### config.mk
export PLATFORM = sky130hd
export DESIGN_NAME = calcTop
export DESIGN_NICKNAME = d
export VERILOG_FILES = /design/src/rtl/calcPkg.sv /design/src/rtl/calcTop.sv /design/src/rtl/segSerializer.sv /design/src/rtl/calcAlu.sv /design/src/rtl/mulDivUnit.sv /design/src/rtl/calcCtrl.sv /design/src/rtl/tickGen.sv
export SDC_FILE = /design/constraint.sdc
export NUM_CORES = 2
export LEC_CHECK = 0
export BUFFER_PORTS_ARGS = -buffer_cell sky130_fd_sc_hd__clkbuf_2
export CORE_MARGIN = 10
export CORE_UTILIZATION = 45
export CTS_CLUSTER_DIAMETER = 50
export DETAILED_ROUTE_END_ITERATION = 16
export HOLD_SLACK_MARGIN = 0.06
export SKIP_CTS_REPAIR_TIMING = 1
export SLEW_MARGIN = 20
export SYNTH_ARGS = -nofsm -noshare
export SYNTH_HDL_FRONTEND = slang
export SYNTH_SLANG_ARGS = --single-unit
export TNS_END_PERCENT = 30
### constraint.sdc
create_clock -name clk -period 5.9 [get_ports clk]
set_input_delay 0.59 -clock clk [delete_from_list [all_inputs] [get_ports clk]]
set_output_delay 0.59 -clock clk [all_outputs]
set_load 0.02 [all_outputs]
### src/rtl/calcPkg.sv
`default_nettype none

package calcPkg;

	////////////////////////////////////////////////////////////
	// Operation codes on i_sw[4:0]
	////////////////////////////////////////////////////////////
	localparam logic [4:0] OP_ADD = 5'd0;
	localparam logic [4:0] OP_SUB = 5'd1;
	localparam logic [4:0] OP_AND = 5'd2;
	localparam logic [4:0] OP_OR  = 5'd3;
	localparam logic [4:0] OP_XOR = 5'd4;
	localparam logic [4:0] OP_NOT = 5'd5;
	localparam logic [4:0] OP_SHL = 5'd6;
	localparam logic [4:0] OP_SHR = 5'd7;
	localparam logic [4:0] OP_SAR = 5'd8;
	localparam logic [4:0] OP_MUL = 5'd9;
	localparam logic [4:0] OP_DIV = 5'd10;
	localparam logic [4:0] OP_MOD = 5'd11;

	// Display word on i_sw[14:13]
	localparam logic [1:0] DISP_A  = 2'd0;
	localparam logic [1:0] DISP_B  = 2'd1;
	localparam logic [1:0] DISP_LO = 2'd2;
	localparam logic [1:0] DISP_HI = 2'd3;

	// Timing, in clock cycles
	localparam int SAMPLE_DIV = 16;
	localparam int SAMPLE_W   = $clog2(SAMPLE_DIV);
	localparam int FRAME_DIV  = 512;
	localparam int FRAME_W    = $clog2(FRAME_DIV);
	localparam int SEG_BITS   = 64;
	localparam int SEG_CNT_W  = $clog2(SEG_BITS);

	// Controller states
	localparam logic [1:0] ST_IDLE   = 2'd0;
	localparam logic [1:0] ST_LAUNCH = 2'd1;
	localparam logic [1:0] ST_BUSY   = 2'd2;

	// 64-bit result, seen whole or as two halves
	typedef union packed {
		logic [63:0] word;
		struct packed {
			logic [31:0] hi;
			logic [31:0] lo;
		} half;
	} resultWord_t;

	// Active low {dp, g, f, e, d, c, b, a}, dp always dark
	function automatic logic [7:0] hexToSeg(input logic [3:0] digit);
		logic [7:0] seg;
		case (digit)
			4'h0: seg = 8'hC0;
			4'h1: seg = 8'hF9;
			4'h2: seg = 8'hA4;
			4'h3: seg = 8'hB0;
			4'h4: seg = 8'h99;
			4'h5: seg = 8'h92;
			4'h6: seg = 8'h82;
			4'h7: seg = 8'hF8;
			4'h8: seg = 8'h80;
			4'h9: seg = 8'h90;
			4'hA: seg = 8'h88;
			4'hB: seg = 8'h83;
			4'hC: seg = 8'hC6;
			4'hD: seg = 8'hA1;
			4'hE: seg = 8'h86;
			default: seg = 8'h8E;
		endcase
		return seg;
	endfunction

endpackage

`default_nettype wire
### src/rtl/calcTop.sv
`timescale 1ns/100ps
`default_nettype none

module calcTop (
	input  wire        clk,
	input  wire        i_rstN,
	input  wire [15:0] i_sw,
	input  wire        i_btn,
	output wire        o_segClk,
	output wire        o_segSout,
	output wire        o_segPen,
	output wire        o_segClrn
);
	import calcPkg::*;

	logic        sampleTick;
	logic        frameTick;
	logic [31:0] opA;
	logic [31:0] opB;
	logic [4:0]  aluOpcode;
	logic        aluStart;
	logic        aluDone;
	resultWord_t aluResult;
	resultWord_t dispResult;

	tickGen tickGen_i (
		.clk          (clk),
		.i_rstN       (i_rstN),
		.o_sampleTick (sampleTick),
		.o_frameTick  (frameTick)
	);

	// sw[15] operand, sw[12:10] digit, sw[4:0] opcode
	calcCtrl calcCtrl_i (
		.clk          (clk),
		.i_rstN       (i_rstN),
		.i_sampleTick (sampleTick),
		.i_btn        (i_btn),
		.i_opSel      (i_sw[15]),
		.i_digitIdx   (i_sw[12:10]),
		.i_opcode     (i_sw[4:0]),
		.i_done       (aluDone),
		.i_result     (aluResult),
		.o_opA        (opA),
		.o_opB        (opB),
		.o_opcode     (aluOpcode),
		.o_start      (aluStart),
		.o_result     (dispResult)
	);

	calcAlu calcAlu_i (
		.clk      (clk),
		.i_rstN   (i_rstN),
		.i_start  (aluStart),
		.i_opA    (opA),
		.i_opB    (opB),
		.i_opcode (aluOpcode),
		.o_done   (aluDone),
		.o_result (aluResult)
	);

	// sw[14:13] picks the shown word
	segSerializer segSerializer_i (
		.clk         (clk),
		.i_rstN      (i_rstN),
		.i_frameTick (frameTick),
		.i_dispSel   (i_sw[14:13]),
		.i_opA       (opA),
		.i_opB       (opB),
		.i_result    (dispResult),
		.o_segClk    (o_segClk),
		.o_segSout   (o_segSout),
		.o_segPen    (o_segPen),
		.o_segClrn   (o_segClrn)
	);

endmodule

`default_nettype wire

### src/rtl/segSerializer.sv
`timescale 1ns/100ps
`default_nettype none

module segSerializer (
	input  wire                       clk,
	input  wire                       i_rstN,
	input  wire                       i_frameTick,
	input  wire  [1:0]                i_dispSel,
	input  wire  [31:0]               i_opA,
	input  wire  [31:0]               i_opB,
	input  wire calcPkg::resultWord_t i_result,
	output logic                      o_segClk,
	output logic                      o_segSout,
	output logic                      o_segPen,
	output logic                      o_segClrn
);
	import calcPkg::*;

	logic [31:0]          dispWord;
	logic [SEG_BITS-1:0]  pattern;
	logic [SEG_BITS-1:0]  shiftReg;
	logic [SEG_CNT_W-1:0] bitCnt;
	logic                 phase;
	logic                 tail;

	// Word to show, then one segment byte per digit, MSD on top
	always_comb begin
		case (i_dispSel)
			DISP_A:  dispWord = i_opA;
			DISP_B:  dispWord = i_opB;
			DISP_LO: dispWord = i_result.half.lo;
			DISP_HI: dispWord = i_result.half.hi;
		endcase
		for (int d = 0; d < 8; d++) begin
			pattern[d*8 +: 8] = hexToSeg(dispWord[d*4 +: 4]);
		end
	end

	////////////////////////////////////////////////////////////
	// Serial link, two cycles per bit, MSB first
	////////////////////////////////////////////////////////////
	always_ff @(posedge clk) begin
		if (!i_rstN) begin
			o_segClk  <= 1'b0;
			o_segSout <= 1'b0;
			o_segPen  <= 1'b0;
			o_segClrn <= 1'b0;
			bitCnt    <= '0;
			phase     <= 1'b0;
			tail      <= 1'b0;
		end else begin
			o_segClrn <= 1'b1;
			if (!o_segPen) begin
				// Ticks during a shift are dropped
				if (i_frameTick) begin
					shiftReg  <= pattern;
					o_segSout <= pattern[SEG_BITS-1];
					o_segPen  <= 1'b1;
					bitCnt    <= '0;
					phase     <= 1'b0;
				end
			end else if (tail) begin
				o_segPen <= 1'b0;
				tail     <= 1'b0;
			end else if (!phase) begin
				o_segClk <= 1'b1;
				phase    <= 1'b1;
			end else begin
				o_segClk <= 1'b0;
				phase    <= 1'b0;
				if (bitCnt == SEG_CNT_W'(SEG_BITS - 1)) begin
					tail <= 1'b1;
				end else begin
					bitCnt    <= bitCnt + 1'b1;
					shiftReg  <= shiftReg << 1;
					o_segSout <= shiftReg[SEG_BITS-2];
				end
			end
		end
	end

endmodule

`default_nettype wire

### src/rtl/calcAlu.sv
`timescale 1ns/100ps
`default_nettype none

module calcAlu (
	input  wire                  clk,
	input  wire                  i_rstN,
	input  wire                  i_start,
	input  wire  [31:0]          i_opA,
	input  wire  [31:0]          i_opB,
	input  wire  [4:0]           i_opcode,
	output logic                 o_done,
	output calcPkg::resultWord_t o_result
);
	import calcPkg::*;

	logic        isMulDiv;
	logic        mdStart;
	logic [4:0]  opQ;
	logic [63:0] scNext;
	logic [63:0] scResult;
	logic        scDone;
	logic        mdDone;
	logic [63:0] product;
	logic [31:0] quotient;
	logic [31:0] remainder;

	assign isMulDiv = (i_opcode == OP_MUL) || (i_opcode == OP_DIV) || (i_opcode == OP_MOD);
	assign mdStart  = i_start && isMulDiv;

	// Single-cycle operations; 32-bit results are zero-extended
	always_comb begin
		case (i_opcode)
			OP_ADD:  scNext = {32'b0, i_opA} + {32'b0, i_opB};
			OP_SUB:  scNext = {32'b0, i_opA} - {32'b0, i_opB};
			OP_AND:  scNext = {32'b0, i_opA & i_opB};
			OP_OR:   scNext = {32'b0, i_opA | i_opB};
			OP_XOR:  scNext = {32'b0, i_opA ^ i_opB};
			OP_NOT:  scNext = {32'b0, ~i_opA};
			OP_SHL:  scNext = {32'b0, i_opA << i_opB[4:0]};
			OP_SHR:  scNext = {32'b0, i_opA >> i_opB[4:0]};
			OP_SAR:  scNext = {32'b0, $signed(i_opA) >>> i_opB[4:0]};
			default: scNext = '0;
		endcase
	end

	always_ff @(posedge clk) begin
		if (!i_rstN) begin
			scDone <= 1'b0;
			opQ    <= OP_ADD;
		end else begin
			scDone <= i_start && !isMulDiv;
			if (i_start)
				opQ <= i_opcode;
		end
	end

	always_ff @(posedge clk) begin
		if (i_start)
			scResult <= scNext;
	end

	mulDivUnit mulDivUnit_i (
		.clk         (clk),
		.i_rstN      (i_rstN),
		.i_start     (mdStart),
		.i_isDiv     (i_opcode != OP_MUL),
		.i_opA       (i_opA),
		.i_opB       (i_opB),
		.o_done      (mdDone),
		.o_product   (product),
		.o_quotient  (quotient),
		.o_remainder (remainder)
	);

	// Only one of the two paths is ever in flight
	assign o_done = scDone | mdDone;

	always_comb begin
		case (opQ)
			OP_MUL:  o_result.word = product;
			OP_DIV:  o_result.word = {32'b0, quotient};
			OP_MOD:  o_result.word = {32'b0, remainder};
			default: o_result.word = scResult;
		endcase
	end

endmodule

`default_nettype wire

### src/rtl/mulDivUnit.sv
`timescale 1ns/100ps
`default_nettype none

module mulDivUnit (
	input  wire         clk,
	input  wire         i_rstN,
	input  wire         i_start,
	input  wire         i_isDiv,
	input  wire  [31:0] i_opA,
	input  wire  [31:0] i_opB,
	output logic        o_done,
	output logic [63:0] o_product,
	output logic [31:0] o_quotient,
	output logic [31:0] o_remainder
);
	logic [63:0] acc;
	logic [63:0] accNext;
	logic [31:0] operand;
	logic        isDiv;
	logic        running;
	logic        finish;
	logic [4:0]  stepCnt;
	logic [32:0] mulSum;
	logic [33:0] divTrial;

	////////////////////////////////////////////////////////////
	// One step of either algorithm
	////////////////////////////////////////////////////////////
	// Multiply: add multiplicand into the high half, shift right
	// Divide: shift left, subtract divisor if it fits, shift in the quotient bit
	always_comb begin
		mulSum   = {1'b0, acc[63:32]} + (acc[0] ? {1'b0, operand} : 33'd0);
		divTrial = {1'b0, acc[63:31]} - {2'b00, operand};
		if (!isDiv)
			accNext = {mulSum, acc[31:1]};
		else if (!divTrial[33])
			accNext = {divTrial[31:0], acc[30:0], 1'b1};
		else
			accNext = {acc[62:0], 1'b0};
	end

	// 32 steps, one idle cycle, then done
	always_ff @(posedge clk) begin
		if (!i_rstN) begin
			running <= 1'b0;
			finish  <= 1'b0;
			o_done  <= 1'b0;
			stepCnt <= '0;
		end else begin
			finish <= running && (stepCnt == 5'd31);
			o_done <= finish;
			if (i_start) begin
				running <= 1'b1;
				stepCnt <= '0;
			end else if (running) begin
				stepCnt <= stepCnt + 1'b1;
				if (stepCnt == 5'd31)
					running <= 1'b0;
			end
		end
	end

	always_ff @(posedge clk) begin
		if (i_start) begin
			acc     <= {32'b0, i_isDiv ? i_opA : i_opB};
			operand <= i_isDiv ? i_opB : i_opA;
			isDiv   <= i_isDiv;
		end else if (running) begin
			acc <= accNext;
		end
	end

	// Accumulator holds still between runs
	assign o_product   = acc;
	assign o_quotient  = acc[31:0];
	assign o_remainder = acc[63:32];

endmodule

`default_nettype wire

### src/rtl/calcCtrl.sv
`timescale 1ns/100ps
`default_nettype none

module calcCtrl (
	input  wire                       clk,
	input  wire                       i_rstN,
	input  wire                       i_sampleTick,
	input  wire                       i_btn,
	input  wire                       i_opSel,
	input  wire  [2:0]                i_digitIdx,
	input  wire  [4:0]                i_opcode,
	input  wire                       i_done,
	input  wire calcPkg::resultWord_t i_result,
	output logic [31:0]               o_opA,
	output logic [31:0]               o_opB,
	output logic [4:0]                o_opcode,
	output logic                      o_start,
	output calcPkg::resultWord_t      o_result
);
	import calcPkg::*;

	logic [3:0]  btnHist;
	logic        press;
	logic [1:0]  state;
	logic [31:0] lastA;
	logic [31:0] lastB;
	logic        pending;
	logic        changed;

	////////////////////////////////////////////////////////////
	// Button debounce and digit entry
	////////////////////////////////////////////////////////////
	// Two low samples then two high samples count as one press
	assign press = i_sampleTick && ({btnHist[2:0], i_btn} == 4'b0011);

	always_ff @(posedge clk) begin
		if (!i_rstN) begin
			btnHist <= '0;
			o_opA   <= '0;
			o_opB   <= '0;
		end else begin
			if (i_sampleTick)
				btnHist <= {btnHist[2:0], i_btn};
			if (press && i_opSel)
				o_opB[{i_digitIdx, 2'b00} +: 4] <= o_opB[{i_digitIdx, 2'b00} +: 4] + 4'd1;
			else if (press)
				o_opA[{i_digitIdx, 2'b00} +: 4] <= o_opA[{i_digitIdx, 2'b00} +: 4] + 4'd1;
		end
	end

	////////////////////////////////////////////////////////////
	// Launch FSM
	////////////////////////////////////////////////////////////
	// o_opcode holds the opcode of the run in flight
	assign changed = (o_opA != lastA) || (o_opB != lastB) || (i_opcode != o_opcode);
	assign o_start = (state == ST_LAUNCH);

	always_ff @(posedge clk) begin
		if (!i_rstN) begin
			state    <= ST_IDLE;
			lastA    <= '0;
			lastB    <= '0;
			o_opcode <= OP_ADD;
			pending  <= 1'b0;
			o_result <= '0;
		end else begin
			case (state)
				ST_IDLE: begin
					if (changed) begin
						lastA    <= o_opA;
						lastB    <= o_opB;
						o_opcode <= i_opcode;
						state    <= ST_LAUNCH;
					end
				end
				ST_LAUNCH: begin
					state <= ST_BUSY;
				end
				default: begin
					// Remember edits made while the ALU is working
					if (changed)
						pending <= 1'b1;
					if (i_done) begin
						o_result <= i_result;
						if (pending || changed) begin
							lastA    <= o_opA;
							lastB    <= o_opB;
							o_opcode <= i_opcode;
							pending  <= 1'b0;
							state    <= ST_LAUNCH;
						end else begin
							state <= ST_IDLE;
						end
					end
				end
			endcase
		end
	end

endmodule

`default_nettype wire

### src/rtl/tickGen.sv
`timescale 1ns/100ps
`default_nettype none

module tickGen (
	input  wire  clk,
	input  wire  i_rstN,
	output logic o_sampleTick,
	output logic o_frameTick
);
	import calcPkg::*;

	logic [SAMPLE_W-1:0] sampleCnt;
	logic [FRAME_W-1:0]  frameCnt;

	// Button sampling strobe
	always_ff @(posedge clk) begin
		if (!i_rstN) begin
			sampleCnt    <= '0;
			o_sampleTick <= 1'b0;
		end else if (sampleCnt == SAMPLE_W'(SAMPLE_DIV - 1)) begin
			sampleCnt    <= '0;
			o_sampleTick <= 1'b1;
		end else begin
			sampleCnt    <= sampleCnt + 1'b1;
			o_sampleTick <= 1'b0;
		end
	end

	// Display refresh strobe, slower than one full frame shift
	always_ff @(posedge clk) begin
		if (!i_rstN) begin
			frameCnt    <= '0;
			o_frameTick <= 1'b0;
		end else if (frameCnt == FRAME_W'(FRAME_DIV - 1)) begin
			frameCnt    <= '0;
			o_frameTick <= 1'b1;
		end else begin
			frameCnt    <= frameCnt + 1'b1;
			o_frameTick <= 1'b0;
		end
	end

endmodule

`default_nettype wire

; ---- Word level (Yosys, flattened, before mapping)
; Memories as Yosys holds them, arrays and structs flattened.
; Cells that the tools add are included.
; W data, S select, Z words.
[word_totals]
ff_bits = 468
rom_bits = 896
inputBits = 19
out_inout_bits = 4
word_cells = 193
memories = 8
[memory_table]
columns = memory, words, width, rd, rd_clocked_by_memory_dff, write_ports, line
row1 = (no name shown), 16, 7, 1, 0, 0, calcPkg.sv:52  ; case (digit)
row2 = (no name shown), 16, 7, 1, 0, 0, calcPkg.sv:52
row3 = (no name shown), 16, 7, 1, 0, 0, calcPkg.sv:52
row4 = (no name shown), 16, 7, 1, 0, 0, calcPkg.sv:52
row5 = (no name shown), 16, 7, 1, 0, 0, calcPkg.sv:52
row6 = (no name shown), 16, 7, 1, 0, 0, calcPkg.sv:52
row7 = +2 memories, -, -, -, -, -, -
[classes]
add_sub_neg = 11
n_eq_ne = 31
shifts = 8
mux = 62
bitwise = 10
n_reduce_logical = 31
[ops]
columns = operator, n
row1 = $pmux W64 S9, 1
row2 = $mux W32, 11
row3 = $mux W63, 5
row4 = $pmux W64 S3, 1
row5 = $mux W64, 2
row6 = $pmux W32 S2, 2
row7 = $pmux W32 S4, 1
row8 = $add A32 B32 Y33, 2
row9 = $bwmux W32, 2
row10 = $ne A32 B32 Y1, 2
row11 = $shiftx A32 B6 Y4, 2
row12 = $shiftx A4 B7 Y32, 2
row13 = $eq A5 B4 Y1 const B, 7
row14 = $sub A33 B32 Y34, 1
row15 = $sub A32 B32 Y33, 1
row16 = $and A32 B32 Y32, 1
row17 = $not A32 Y32, 1
row18 = $or A32 B32 Y32, 1
row19 = $shift A4 B7 Y32 const A, 1
row20 = $shl A32 B5 Y32, 1
row21 = $shr A32 B5 Y32, 1
row22 = $sshr A32 B5 Y32, 1
row23 = $xor A32 B32 Y32, 1
row24 = $mux W6, 5
row25 = 37 further kinds, 98

; ---- Depth between registers and ports, before layout
[logic_depth]
word_depth = 7
mapped_depth = 16
depth_no_buf = 13

; ---- By module
; A second synthesis with hierarchy kept.
[hier_totals]
hier_cells = 4477
area_unflattened_um2 = 36995.5
[by_module_without_submodules]
columns = module, instances, cells_per_inst, area_per_inst_um2, seq_area_each_um2
row1 = calcAlu, 1, 1519, 10716.5, 1141.1
row2 = calcCtrl, 1, 1272, 10398.7, 4063.9
row3 = mulDivUnit, 1, 1072, 9431.5, 2752.6
row4 = segSerializer, 1, 554, 5888.1, 2132.0
row5 = tickGen, 1, 60, 560.5, 300.3

; ---- Worst setup path before layout
; No wires, ideal clock.
[synth_timing]
path_type = register -> register
start = register segSerializer_i.bitCnt[0]
end = register segSerializer_i.shiftReg[0] (enable)
setup_ps = 505
arrival_time_ps = 4456
t_required_ps = 5395
slack_ps = 940
stages_incl_launch_ff = 7
n_path_buf = 1
synth_period_minus_slack_ps = 4960
path_cell_list = dfxtp_1 > ha_1 > and3_1 > nand3_1 > or3b_2 > clkbuf_1 > a21oi_1
[synth_between]
elab_chain_len = 3
[synth_lines]
columns = element, line
row1 = "start, declared", segSerializer.sv:22  ; logic [SEG_CNT_W-1:0] bitCnt;
row2 = "start signal, assigned", segSerializer.sv:74  ; bitCnt <= bitCnt + 1'b1;
row3 = $eq A6 B6 Y1, segSerializer.sv:71  ; if (bitCnt == SEG_CNT_W'(SEG_BITS - 1)) begin
row4 = $ne A2 B2 Y1 (no source line), -
row5 = $reduce_and A5 Y1 (no source line), -
row6 = "end signal, assigned", segSerializer.sv:56  ; shiftReg <= pattern;
row7 = "end signal, assigned", segSerializer.sv:75  ; shiftReg <= shiftReg << 1;
row8 = "end, declared", segSerializer.sv:21  ; logic [SEG_BITS-1:0] shiftReg;
; No other way between the ends.
; A chain may end at the register's enable or synchronous reset.

; ---- Worst setup path in the final report
[layout_timing]
start = register calcCtrl_i.o_opB[1]
end = register calcAlu_i.scResult[28] (data pin)
[layout_between]
elab_chain_len = 2
word_cells_on_any_way = 6
classes_between = add/sub (2) / shift (3) / mux (1)
[layout_lines]
columns = element, line
row1 = "start, declared", calcCtrl.sv:15  ; output logic [31:0] o_opB,
row2 = "start signal, assigned by index", calcCtrl.sv:45  ; o_opB[{i_digitIdx, 2'b00} +: 4] <= o_opB[{i_digitIdx, 2'b00} +: 4] + 4'd1;
row3 = $sub A32 B32 Y33 (tied with other cells), calcAlu.sv:34  ; OP_SUB: scNext = {32'b0, i_opA} - {32'b0, i_opB};
row4 = $pmux W64 S9 (*), calcAlu.sv:32  ; case (i_opcode)
row5 = "end signal, assigned", calcAlu.sv:59  ; scResult <= scNext;
row6 = "end, declared", calcAlu.sv:20  ; logic [63:0] scResult;
; Every way passes the cells marked *; elsewhere a longest branch is shown, timed or not.

==> results.sh <==
export IMPL_status="complete, no violations"
export IMPL_ys_warn_count=0
export IMPL_drc=0
export IMPL_fmax_mhz=209
export IMPL_die_w_um=296
export IMPL_setup_viol_count_final=0
export IMPL_end_kind="register"
export IMPL_fin_crit_ns=4.79
export IMPL_synth_seq_area_share=0.302
export IMPL_syn_to_final_growth_pct=9.02
export IMPL_ys_seq_elements=438
export IMPL_finalHoldViolCount=0
export IMPL_post_synth_top_area_cell="dfxtp_1"
export IMPL_finalMaxSlewViolations=0
export IMPL_cts_buffer_depth=3
export IMPL_htreeDepth=2
export IMPL_die_height_um=296
export IMPL_async_flop_share=0
export IMPL_synth_top_area_frac=0.161
export IMPL_tritoncts="yes"
export IMPL_grt_overflow_total=0
export IMPL_vias=32100
export IMPL_grt_usage=0.290
export IMPL_clk_pin_slew_ns=0.06
export IMPL_critPathKind="register to register"
export IMPL_ant_nets=0
export IMPL_p_leak_nw=14.8
export IMPL_first_pass_iters=6
export IMPL_first_iter_violations=4111
export IMPL_gp_congestion=1.03
export IMPL_postPlaceCellArea_um2=35300
export IMPL_drive_gt1_frac=0.107
export IMPL_skew_ns=0.0465
export IMPL_synth_area_per_cell_um2=8.47
export IMPL_worstPathRequired_ns=6.31
export IMPL_grt_pass1_vias=29300
export IMPL_vdd_ir_drop_max_mv=0.237
export IMPL_cts_buffers=61
export IMPL_syn_area_um2=34400
export IMPL_pin_count=23
export IMPL_cellPowerDensity_nw_per_um2=272
export IMPL_synthTopCellsByArea="dfxtp_1 (16%), edfxtp_1 (14%), ha_1 (8.0%), mux4_2 (6.5%), a21oi_1 (5.6%)"
export IMPL_cts_sinks=438
export IMPL_crit_arrival_ns=5.19
export IMPL_core_area_um2=75800
export IMPL_yosysUniqueCellTypes=103
export IMPL_start_util=0.454
export IMPL_num_rows=101
export IMPL_timing_slew_headroom=0.241
export IMPL_antenna_found_initial=1
export IMPL_fin_tns_setup_ns=0
export IMPL_syn_instance_count=4062
export IMPL_nNetsFinal=4187
export IMPL_tightest_slew_ns=1.14
export IMPL_dp_hpwl_mm=97.2
export IMPL_port_buffers=17
export IMPL_final_cell_count_no_fill=4977
export IMPL_max_cap_violations=0
export IMPL_synth_edf_count=162
export IMPL_dp_cells=4860
export IMPL_insertion_delay_ns=0.66
export IMPL_die_area_um2=87900
export IMPL_hold_path_class="primary input to register"
export IMPL_grt_pass1_wl_mm=194
export IMPL_final_area_um2=37500
export IMPL_drt_wirelength_per_cell_um=26.4
export IMPL_cts_root_buf="clkbuf_16"
export IMPL_rsz0062_at_grt="no"
export IMPL_synth_nets=4304
export IMPL_num_fill_cells=7346
export IMPL_critPathMaxFanout=35
export IMPL_grt_max_degree=108
export IMPL_finalWirelength_mm=131
export IMPL_fin_crit_sh=0.811
export IMPL_synthFlopType="dfxtp_1"
export IMPL_post_drt_via_cell_ratio=6.45
export IMPL_start_kind="register"
==> worst max-delay path, cell delays in order (launching register included) <==
cell	delay, ns
dfxtp_4	0.68
inv_1	0.48
fa_1	0.60
nor2b_1	0.17
o2111ai_1	0.18
a211oi_1	0.71
o211ai_1	0.32
a21oi_1	0.47
a31oi_1	0.30
o21ai_0	0.25
a32oi_1	0.07
or2_1	0.26
==> path summary, 6_finish.rpt <==
path / start / to / slack [ns] / cells after the start
hold / removal: i_sw[0] / calcCtrl_i.o_opcode[0]$_SDFFE_PN0P_ / 0.21 / 3
hold reg to reg: tickGen_i.frameCnt[0]$_SDFF_PP0_ / tickGen_i.frameCnt[0]$_SDFF_PP0_ / 0.44 / 1
setup reg to reg: calcCtrl_i.o_opB[1]$_SDFFE_PN0P_ / calcAlu_i.scResult[28]$_SDFFCE_PN0P_ / 1.11 / 11
setup / recovery: calcCtrl_i.o_opB[1]$_SDFFE_PN0P_ / calcAlu_i.scResult[28]$_SDFFCE_PN0P_ / 1.11 / 11
==> sequential cells by signal, summed over array words and instances, names as in the netlist, 2 cells and up <==
name	flops
calcAlu_i.mulDivUnit_i.o_product	64
calcAlu_i.mulDivUnit_i.operand	32
calcAlu_i.mulDivUnit_i.stepCnt	5
calcAlu_i.opQ	5
calcAlu_i.scResult	34
calcCtrl_i.btnHist	3
calcCtrl_i.lastA	32
calcCtrl_i.lastB	32
calcCtrl_i.o_opA	32
calcCtrl_i.o_opB	32
calcCtrl_i.o_opcode	5
calcCtrl_i.o_result	64
calcCtrl_i.state	2
segSerializer_i.bitCnt	6
segSerializer_i.shiftReg	63
tickGen_i.frameCnt	9
tickGen_i.sampleCnt	4
==> per-layer routing <==
layer,vias up,share of wire,routed length (µm),track usage
met4,2,0.064,8380,0.157
met3,341,0.098,12900,0.0514
li1,14600,-,-,-
met1,15300,0.43,56100,0.405
met2,1793,0.41,54100,0.419
met5,-,0.000099,13,0
==> area by class of cell <==
cell class	instances	area, µm²	share of cell area
flip-flops and latches	438	10400	0.277
inverters	211	796	0.0212
multi-input cells	3105	22000	0.586
repair buffers	128	918	0.0245
clock inverters	39	479	0.0128
diodes	1	2.50	0.0000668
clock buffers	77	1680	0.0448
well taps	978	1220	0.0326
==> power breakdown <==
| part | switching, mW | leakage, nW | internal, mW |
|---|---|---|---|
| logic | 1.62 | 9.98 | 1.06 |
| clock network | 1.57 | 1.05 | 2.29 |
| registers | 0.353 | 3.73 | 3.32 |
| total | 3.54 | 14.8 | 6.67 |
==> cell usage after synthesis, drive strengths merged (78+ instances only) <==
cell / n
buf: 78
dfxtp: 276
ha: 219
edfxtp: 162
mux4: 100
nor2: 445
inv: 208
clkbuf: 230
o21ai: 275
a21oi: 383
mux2i: 188
nand2: 348
==> per-stage QoR <==
stage	power (mW)	hold slack (ns)	setup slack, ns	utilization
after floorplan	5.59	0.412	0.940	-
final	10.2	0.211	1.11	0.494
after global placement	6.33	0.428	1.44	0.466
after global routing	10.7	0.217	1.06	0.494
after detailed placement	6.35	0.439	1.36	0.466
after CTS	10.2	0.179	1.36	0.494
==> logic make-up (layout without fill, tap and decap cells) <==
kind of cell / Yosys count / count (layout) / synth area share
and+or+nand+nor: 1201 / 1201 / 0.160
DFF: 438 / 438 / 0.302
AOI/OAI and AO/OA: 1212 / 1212 / 0.226
muxes: 326 / 326 / 0.133
adders and majority gates: 223 / 223 / 0.0820
other: 0 / 1 / 0
buffers and inverters: 519 / 455 / 0.0606
xor gates and xnor gates: 143 / 143 / 0.0366
==> placed cells by master, fill, tap and decap left out, types with 70 or more instances in the layout <==
cell and instances:
mux2i_1 187, nand2_1 347, a21oi_1 380, xnor2_1 72, edfxtp_1 162, nor2_1 442
buf_4 111, inv_1 202, xor2_1 70, ha_1 219, mux4_2 99, dfxtp_1 270
o21ai_0 268
Note: power is estimated with default switching activity, not from simulation.
